<file path="src/verilog/rv_pkg.sv">
package rv_pkg;

  localparam int XLEN       = 32;
  localparam int REG_ADDR_W = 5;

  localparam logic [XLEN-1:0] RESET_PC = 32'h8000_0000;

  // major opcodes, inst[6:0]
  localparam logic [6:0] OPC_OP_IMM = 7'b001_0011;
  localparam logic [6:0] OPC_AUIPC  = 7'b001_0111;
  localparam logic [6:0] OPC_LUI    = 7'b011_0111;
  localparam logic [6:0] OPC_JAL    = 7'b110_1111;
  localparam logic [6:0] OPC_JALR   = 7'b110_0111;
  localparam logic [6:0] OPC_LOAD   = 7'b000_0011;
  localparam logic [6:0] OPC_STORE  = 7'b010_0011;

  // access size in funct3, bit 2 marks zero extension
  localparam logic [2:0] F3_B  = 3'b000;
  localparam logic [2:0] F3_H  = 3'b001;
  localparam logic [2:0] F3_W  = 3'b010;
  localparam logic [2:0] F3_BU = 3'b100;
  localparam logic [2:0] F3_HU = 3'b101;

  localparam logic [2:0] F3_ADDI = 3'b000; // only op-imm function kept

  typedef logic [XLEN-1:0]       word_t;
  typedef logic [REG_ADDR_W-1:0] reg_addr_t;

  typedef enum logic [2:0] {
    cls_alu_imm,
    cls_auipc,
    cls_lui,
    cls_jal,
    cls_jalr,
    cls_load,
    cls_store,
    cls_nop
  } op_class_e;

  typedef struct packed {
    op_class_e  op_class;
    reg_addr_t  rd;
    reg_addr_t  rs1;
    reg_addr_t  rs2;
    logic [2:0] funct3;
    word_t      imm;     // already sign extended
  } decoded_t;

  typedef struct packed {
    word_t      addr;
    word_t      wdata;   // rs2, not yet lane shifted
    logic [2:0] funct3;
    logic       is_load;
    logic       is_store;
  } mem_req_t;

  typedef struct packed {
    word_t      adr;
    word_t      dat;
    logic [3:0] sel;
    logic       we;
    logic       cyc;
    logic       stb;
  } wb_m2s_t;

  typedef struct packed {
    word_t dat;
    logic  ack;
  } wb_s2m_t;

endpackage

</file>
<file path="src/verilog/rv_decode.sv">
`timescale 1ns/100ps

module rv_decode (
  input  rv_pkg::word_t    inst,
  output rv_pkg::decoded_t dec
);

  logic [6:0]        opcode;
  logic [2:0]        funct3;
  rv_pkg::word_t     imm_i;
  rv_pkg::word_t     imm_s;
  rv_pkg::word_t     imm_u;
  rv_pkg::word_t     imm_j;
  rv_pkg::op_class_e op_class;
  rv_pkg::word_t     imm;

  assign opcode = inst[6:0];
  assign funct3 = inst[14:12];

  // immediates, all sign extended from inst[31]
  assign imm_i = {{20{inst[31]}}, inst[31:20]};
  assign imm_s = {{20{inst[31]}}, inst[31:25], inst[11:7]};
  assign imm_u = {inst[31:12], 12'h000};
  assign imm_j = {{12{inst[31]}}, inst[19:12], inst[20], inst[30:21], 1'b0};

  always_comb begin
    op_class = rv_pkg::cls_nop; // anything unknown retires as a no-op
    case (opcode)
      rv_pkg::OPC_OP_IMM: begin
        if (funct3 == rv_pkg::F3_ADDI) op_class = rv_pkg::cls_alu_imm;
      end
      rv_pkg::OPC_AUIPC: op_class = rv_pkg::cls_auipc;
      rv_pkg::OPC_LUI:   op_class = rv_pkg::cls_lui;
      rv_pkg::OPC_JAL:   op_class = rv_pkg::cls_jal;
      rv_pkg::OPC_JALR: begin
        if (funct3 == 3'b000) op_class = rv_pkg::cls_jalr;
      end
      rv_pkg::OPC_LOAD: begin
        case (funct3)
          rv_pkg::F3_B, rv_pkg::F3_H, rv_pkg::F3_W,
          rv_pkg::F3_BU, rv_pkg::F3_HU: op_class = rv_pkg::cls_load;
          default:                      op_class = rv_pkg::cls_nop;
        endcase
      end
      rv_pkg::OPC_STORE: begin
        case (funct3)
          rv_pkg::F3_B, rv_pkg::F3_H, rv_pkg::F3_W: op_class = rv_pkg::cls_store;
          default:                                  op_class = rv_pkg::cls_nop;
        endcase
      end
      default: op_class = rv_pkg::cls_nop;
    endcase
  end

  // pick the immediate format for the class
  always_comb begin
    case (op_class)
      rv_pkg::cls_alu_imm,
      rv_pkg::cls_jalr,
      rv_pkg::cls_load:  imm = imm_i;
      rv_pkg::cls_store: imm = imm_s;
      rv_pkg::cls_auipc,
      rv_pkg::cls_lui:   imm = imm_u;
      rv_pkg::cls_jal:   imm = imm_j;
      default:           imm = '0;
    endcase
  end

  assign dec.op_class = op_class;
  assign dec.rd       = inst[11:7];
  assign dec.rs1      = inst[19:15];
  assign dec.rs2      = inst[24:20];
  assign dec.funct3   = funct3;
  assign dec.imm      = imm;

endmodule

</file>
<file path="src/verilog/rv_regfile.sv">
`timescale 1ns/100ps

module rv_regfile (
  input  logic              clk,
  input  logic              reset,
  input  rv_pkg::reg_addr_t rs1_addr,
  input  rv_pkg::reg_addr_t rs2_addr,
  output rv_pkg::word_t     rs1_data,
  output rv_pkg::word_t     rs2_data,
  input  logic              wr_en,
  input  rv_pkg::reg_addr_t wr_addr,
  input  rv_pkg::word_t     wr_data
);

  rv_pkg::word_t regs [1:31]; // no storage behind x0

  always_ff @(posedge clk) begin
    if (reset) begin
      for (int i = 1; i < 32; i++) begin
        regs[i] <= '0;
      end
    end else if (wr_en && (wr_addr != '0)) begin
      regs[wr_addr] <= wr_data;
    end
  end

  // x0 always reads back zero
  assign rs1_data = (rs1_addr == '0) ? '0 : regs[rs1_addr];
  assign rs2_data = (rs2_addr == '0) ? '0 : regs[rs2_addr];

endmodule

</file>
<file path="src/verilog/rv_execute.sv">
`timescale 1ns/100ps

module rv_execute (
  input  logic             clk,
  input  logic             reset,
  input  rv_pkg::decoded_t dec,
  input  rv_pkg::word_t    rs1_data,
  input  rv_pkg::word_t    rs2_data,
  input  rv_pkg::word_t    load_data,
  input  logic             mem_done,
  output rv_pkg::word_t    pc,
  output logic             wr_en,
  output rv_pkg::word_t    wr_data,
  output rv_pkg::mem_req_t mem_req
);

  logic          is_load;
  logic          is_store;
  logic          writes_rd;
  logic          stall;
  rv_pkg::word_t op_a;
  rv_pkg::word_t sum;
  rv_pkg::word_t pc_plus4;
  rv_pkg::word_t next_pc;

  assign is_load  = (dec.op_class == rv_pkg::cls_load);
  assign is_store = (dec.op_class == rv_pkg::cls_store);

  // first adder operand, second is always the immediate
  always_comb begin
    case (dec.op_class)
      rv_pkg::cls_lui:   op_a = '0;
      rv_pkg::cls_auipc,
      rv_pkg::cls_jal:   op_a = pc;
      default:           op_a = rs1_data;
    endcase
  end

  assign sum      = op_a + dec.imm;
  assign pc_plus4 = pc + 32'd4;

  always_comb begin
    writes_rd = 1'b1;
    wr_data   = sum;
    next_pc   = pc_plus4;
    case (dec.op_class)
      rv_pkg::cls_jal: begin
        wr_data = pc_plus4; // link
        next_pc = sum;
      end
      rv_pkg::cls_jalr: begin
        wr_data = pc_plus4;
        next_pc = {sum[rv_pkg::XLEN-1:1], 1'b0};
      end
      rv_pkg::cls_load:  wr_data = load_data;
      rv_pkg::cls_store: writes_rd = 1'b0;
      rv_pkg::cls_nop:   writes_rd = 1'b0;
      default:           writes_rd = 1'b1; // alu_imm, auipc, lui
    endcase
  end

  // memory op holds everything until the bus acks
  assign stall = (is_load || is_store) && !mem_done;
  assign wr_en = writes_rd && !stall;

  always_ff @(posedge clk) begin
    if (reset) begin
      pc <= rv_pkg::RESET_PC;
    end else if (!stall) begin
      pc <= next_pc;
    end
  end

  assign mem_req.addr     = sum;
  assign mem_req.wdata    = rs2_data;
  assign mem_req.funct3   = dec.funct3;
  assign mem_req.is_load  = is_load;
  assign mem_req.is_store = is_store;

endmodule

</file>
<file path="src/verilog/rv_lsu.sv">
`timescale 1ns/100ps

module rv_lsu (
  input  logic             clk,
  input  logic             reset,
  input  rv_pkg::mem_req_t mem_req,
  output rv_pkg::wb_m2s_t  wb_out,
  input  rv_pkg::wb_s2m_t  wb_in,
  output rv_pkg::word_t    load_data,
  output logic             mem_done
);

  typedef enum logic {
    st_idle,
    st_busy
  } lsu_state_e;

  lsu_state_e    state;
  logic          start;
  logic [3:0]    sel_next;
  rv_pkg::word_t adr_q;
  rv_pkg::word_t dat_q;
  logic [3:0]    sel_q;
  logic          we_q;
  logic [2:0]    funct3_q;
  rv_pkg::word_t rd_shifted;

  assign start    = (state == st_idle) && (mem_req.is_load || mem_req.is_store);
  assign mem_done = (state == st_busy) && wb_in.ack;

  // byte enables from size and low address bits
  always_comb begin
    case (mem_req.funct3)
      rv_pkg::F3_B,
      rv_pkg::F3_BU: sel_next = 4'b0001 << mem_req.addr[1:0];
      rv_pkg::F3_H,
      rv_pkg::F3_HU: sel_next = 4'b0011 << {mem_req.addr[1], 1'b0};
      rv_pkg::F3_W:  sel_next = 4'b1111;
      default:       sel_next = 4'b0000;
    endcase
  end

  always_ff @(posedge clk) begin
    if (reset) begin
      state <= st_idle;
      we_q  <= 1'b0;
    end else begin
      case (state)
        st_idle: begin
          if (start) begin
            state <= st_busy;
            we_q  <= mem_req.is_store;
          end
        end
        st_busy: begin
          if (wb_in.ack) begin // one beat per request
            state <= st_idle;
            we_q  <= 1'b0;
          end
        end
        default: state <= st_idle;
      endcase
    end
  end

  // request payload, captured once and held until ack
  always_ff @(posedge clk) begin
    if (start) begin
      adr_q    <= mem_req.addr;
      dat_q    <= mem_req.wdata << {mem_req.addr[1:0], 3'b000}; // into its lane
      sel_q    <= sel_next;
      funct3_q <= mem_req.funct3;
    end
  end

  assign wb_out.adr = adr_q;
  assign wb_out.dat = dat_q;
  assign wb_out.sel = sel_q;
  assign wb_out.we  = we_q;
  assign wb_out.cyc = (state == st_busy);
  assign wb_out.stb = (state == st_busy);

  // addressed lane down to bit 0, then extend
  assign rd_shifted = wb_in.dat >> {adr_q[1:0], 3'b000};

  always_comb begin
    case (funct3_q)
      rv_pkg::F3_B:  load_data = {{24{rd_shifted[7]}}, rd_shifted[7:0]};
      rv_pkg::F3_H:  load_data = {{16{rd_shifted[15]}}, rd_shifted[15:0]};
      rv_pkg::F3_BU: load_data = {24'h00_0000, rd_shifted[7:0]};
      rv_pkg::F3_HU: load_data = {16'h0000, rd_shifted[15:0]};
      default:       load_data = wb_in.dat; // lw
    endcase
  end

endmodule

</file>
<file path="src/verilog/rv_core_top.sv">
`timescale 1ns/100ps

module rv_core_top (
  input  logic            clk,
  input  logic            reset,
  input  rv_pkg::word_t   inst,
  input  rv_pkg::wb_s2m_t wb_in,
  output rv_pkg::word_t   pc,
  output rv_pkg::wb_m2s_t wb_out
);

  rv_pkg::decoded_t dec;
  rv_pkg::word_t    rs1_data;
  rv_pkg::word_t    rs2_data;
  rv_pkg::word_t    load_data;
  rv_pkg::word_t    wr_data;
  rv_pkg::mem_req_t mem_req;
  logic             wr_en;
  logic             mem_done;

  rv_decode rv_decode_i (
    .inst (inst),
    .dec  (dec)
  );

  // write index comes straight from the decoded rd
  rv_regfile rv_regfile_i (
    .clk      (clk),
    .reset    (reset),
    .rs1_addr (dec.rs1),
    .rs2_addr (dec.rs2),
    .rs1_data (rs1_data),
    .rs2_data (rs2_data),
    .wr_en    (wr_en),
    .wr_addr  (dec.rd),
    .wr_data  (wr_data)
  );

  rv_execute rv_execute_i (
    .clk       (clk),
    .reset     (reset),
    .dec       (dec),
    .rs1_data  (rs1_data),
    .rs2_data  (rs2_data),
    .load_data (load_data),
    .mem_done  (mem_done),
    .pc        (pc),
    .wr_en     (wr_en),
    .wr_data   (wr_data),
    .mem_req   (mem_req)
  );

  rv_lsu rv_lsu_i (
    .clk       (clk),
    .reset     (reset),
    .mem_req   (mem_req),
    .wb_out    (wb_out),
    .wb_in     (wb_in),
    .load_data (load_data),
    .mem_done  (mem_done)
  );

endmodule

</file>
<file path="config.mk">
export PLATFORM = sky130hd
export DESIGN_NAME = rv_core_top
export DESIGN_NICKNAME = d
export VERILOG_FILES = /design/src/verilog/rv_pkg.sv /design/src/verilog/rv_decode.sv /design/src/verilog/rv_regfile.sv /design/src/verilog/rv_execute.sv /design/src/verilog/rv_lsu.sv /design/src/verilog/rv_core_top.sv
export SDC_FILE = /design/constraint.sdc
export NUM_CORES = 2
export LEC_CHECK = 0
export BUFFER_PORTS_ARGS = -buffer_cell sky130_fd_sc_hd__buf_2
export CORE_AREA = 2 2 351 353
export DETAILED_ROUTE_END_ITERATION = 8
export DIE_AREA = 0 0 353 355
export GPL_TIMING_DRIVEN = 0
export PLACE_DENSITY = 0.76
export SYNTH_ARGS = -nofsm -noshare
export SYNTH_HDL_FRONTEND = slang
export SYNTH_SLANG_ARGS = --single-unit
</file>
<file path="constraint.sdc">
create_clock -name clk -period 8.4 [get_ports clk]
set_clock_uncertainty 0.05 [all_clocks]
set_input_delay 1.26 -clock clk [delete_from_list [all_inputs] [get_ports clk]]
set_output_delay 1.26 -clock clk [all_outputs]
set_load 0.02 [all_outputs]
</file>
==> results.md <==
- Failing checks: DRC, capacitance limit, slew limit, setup timing
- Slew headroom: -15.5%
- GRT Total Usage: between 30% and 40%
- Post-layout instance count excluding filler cells: roughly 6400
- Status: finished with violations
- Hpwl dp: 175000 microns
- Routed length on met1: 72800 microns
- Average wire per standard cell: between 30 and 40 microns
- Total power divided by cell area: about 210 mW/mm^2
- Flop2flop setup slack: 2050 ps
- Register area share after synthesis: between 50% and 60%
- Worst path max stage delay: around 1200 ps
- CTS Buf Count: between 100 and 150
- Fmax achieved: about 0.12 GHz
- Maxcap violations: 11
- Global-route wire length before repair: roughly 340000 microns
- Final WS setup: -137 ps
- Ys Warns: 0
- Post-place setup slack: -1750 ps
- Worst-Margin Slew: between 1500 and 2000 ps
- Routability congestion estimate: between 1 and 1.5
- Post-DR vias/cell: between 7 and 8
- Die height: 355 microns
- Antenna viol nets, final: 0
- Fillcell total: around 9600
- Pre-antenna DRT Iters: 9
- Hold Startpoint: rv_lsu_i.we_q
- Top FF cell, synth: edfxtp_1
- CP most frequent cell: clkbuf_1
- Max layer used: met5
- Final wirelength: roughly 250000 microns
- Setup CP Type: input pin to register
- Cell depth of the worst hold path: 2
- Final Util: around 56%
- Tmin final: ~8500 ps
- Crit path from: inst[16]
- Initial antenna violation count: 22
- Psw: around 4.3 mW
- Critical path capture point type: register
- CTS tree: done
- Switching part of the total: 29.7%
- DR iter-0 viols: slightly above 10000
- Core area: ~0.12 sq mm
- Pin count of the biggest net entering global routing: 37
- DRC: 25
- Routed vias: roughly 48000
- CTS max path bufs: 3
- Die width: about 350 microns
- Nets: around 4800
- Flop pwr share: approximately 45%
- # rows: 128
- Clock share of power: between 30% and 40%
- Unique masters post-synth: 83
- CP Max Fanout: 10
- Reg-to-Reg End: rv_regfile_i.regs[17][14]
- Startpoint Class: input pin
- I/O pin count: between 150 and 200
- CP Data Required Time: between 8000 and 9000 ps
- Final Cycle Share: 102%
- Clk_lat worst skew: ~810 ps
- Combinational share of power: about 18%
- Number of global-route vias before repair: approximately 46000
- RSZ-0062 raised after global routing: no
- H-tree levels: 3
- Crit-path cells: buf_2 -> clkbuf_1 -> clkbuf_1 -> clkbuf_1 -> mux4_2 -> mux4_2 -> mux2i_1 -> o21ai_0 -> ha_1 -> a211oi_1 -> o21bai_1 -> a41oi_1 -> and2_1 -> o21ai_0 -> xor2_1 -> a222oi_1 -> buf_2 -> nor2_1
- Endpoints failing setup: approximately 190
- Register bit total from synthesis: ~1100
- DR WL met3: 48100 microns
- CTS root buf: clkbuf_16
- Mapped Area: between 0.06 and 0.07 sq mm
- Post-placement cell count: between 6000 and 7000
- Worst hold slack: approximately 450 ps
- Reg clk slew, reported paths: around 60 ps
- Slew Viols, Final: between 100 and 150
- Met2 wire length: between 100000 and 150000 microns
- Critical Path Slowest Stage Cell: a222oi_1
- Worst reg2reg path depth: 15
- Share of layout cells above drive strength 1: approximately a quarter
- VDD IR-drop max: 203 uV
- Critical Path AT: ~9000 ps
- Ys async rst share: 0%
- Hold Path Class: register to register
- Number of port buffers: 160
- Setup tns final: -11180 ps
- Leakage power: 24.4 nW
- Internal power: 10.1 mW
- Die area: about 0.13 sq mm
- Synthesis-to-layout area growth: 13.0%
- Syn Inst Count: roughly 4300
- Sink Count: approximately 1100
- GRT overflow: 0
- Final Hold Fails: 0
- Initial Utilization: 49.8%
- Worst reg2reg path startpoint: rv_regfile_i.regs[24][0]
- Post-synth EDFFs: approximately 1100
- Hold path endpoint: rv_lsu_i.we_q
- Avg Cell Area, Syn: around 14 sq um
[metal layers]
metal	vias up	track usage, %
li1	17400	-
met1	23000	44.4
met2	5427	56.8
met3	1611	21.9
met4	37	31.2
met5	-	4.23
[final cells by class]
class                   instances  area (sq um)  share of cell area, %
plain buffers                 434          1870                   2.73
repair buffers                212          1670                   2.44
multi-input cells            2744         25200                   36.8
diodes                         13          32.5                 0.0476
well taps                    1625          2030                   2.97
clock buffers                 141          3030                   4.43
clock inverters                77           779                   1.14
inverters                      60           225                  0.329
flip-flops and latches       1129         33600                   49.1
[power groups by stage]
stage / Clock [mW] / Sequential [mW] / Combinational [mW]
3_3_place_gp: 0 / 6.61 / 2.23
6_report: 5.33 / 6.51 / 2.54
5_1_grt: 5.45 / 6.52 / 2.52
2_1_floorplan: 0 / 6.59 / 1.33
4_1_cts: 5.23 / 6.50 / 2.34
3_5_place_dp: 0 / 6.61 / 2.30
[flip-flops by register name (all words and copies together), names as in the netlist]
register and flops:
rv_execute_i.pc 32, rv_lsu_i.funct3_q 3, rv_lsu_i.we_q 1, rv_lsu_i.sel_q 4
rv_lsu_i.dat_q 32, rv_lsu_i.state 1, rv_regfile_i.regs 1024, rv_lsu_i.adr_q 32
[how the worst max path moves through the flow]
stage / slack (ps) / end
after floorplan: 1590 / rv_regfile_i.regs[10][24]
after detailed placement: -1750 / rv_regfile_i.regs[20][31]
final: -140 / rv_regfile_i.regs[17][14]
after global placement: -1940 / rv_regfile_i.regs[8][24]
after CTS: 1 / rv_regfile_i.regs[24][13]
after global routing: 8 / rv_regfile_i.regs[29][13]
[cell usage after synthesis, types with 34 or more instances]
cell      number  share of area, %
edfxtp_1    1095                54
nor2_1      1031               6.4
mux4_2       633                24
clkbuf_1     269               1.7
nand2_1      210               1.3
a21oi_1      165               1.4
buf_2        132               1.1
o21ai_0       91              0.75
mux2i_1       67               1.1
inv_1         51              0.32
a21o_1        36              0.45
dfxtp_1       34               1.1
nand3_1       34              0.28
[critical path, delay by kind of cell]
family	cells	cell delay [ps]
AO/OA/AOI/OAI	6	2460
XOR/XNOR	1	230
adder cells (fa/ha/maj)	1	410
buffers and inverters	5	2880
multiplexers	3	1340
AND/OR/NAND/NOR	2	350
[cells by family after synthesis]
group / synth area share, %
simple gates: 9.92
flops: 55.5
mux: 24.9
buf+inv: 3.36
compound gates: 4.92
xor+xnor: 0.782
fa+ha+maj: 0.695
other cells: 0.00620
[layout by cell type, fill, tap and decap left out, types with 12 or more instances in the layout]
cell	n
a211oi_1	12
a21o_1	36
a21oi_1	165
a221oi_1	17
a222oi_1	18
a22oi_1	19
a31oi_1	19
and2_1	15
and3_1	24
buf_1	14
buf_12	30
buf_2	298
buf_4	18
clkbuf_1	270
clkbuf_16	117
clkbuf_2	26
clkinv_1	24
clkinv_2	28
conb_1	32
dfxtp_1	34
diode_2	13
edfxtp_1	1095
ha_1	32
inv_1	51
mux2i_1	65
mux4_2	633
nand2_1	179
nand2_2	31
nand2b_1	29
nand3_1	34
nor2_1	1030
nor3_1	30
o21ai_0	90
xnor2_1	33
xor2_1	21
[per-stage QoR]
step                      instance area, sq um  power (mW)
after floorplan                          60600        7.91
after global placement                   63500        8.84
after detailed placement                 64300        8.92
after CTS                                68300        14.1
after global routing                     68400        14.5
final                                    68400        14.4
[timing repair]
item,in CTS,in global routing
endpoints found under the setup margin,620,488
gates cloned,0,0
hold buffers,0,0
pin swaps,8,1
resized for setup,12,45
buffers inserted,11,1
endpoints found under the hold margin,0,0
(Power assumes the default switching activity.)
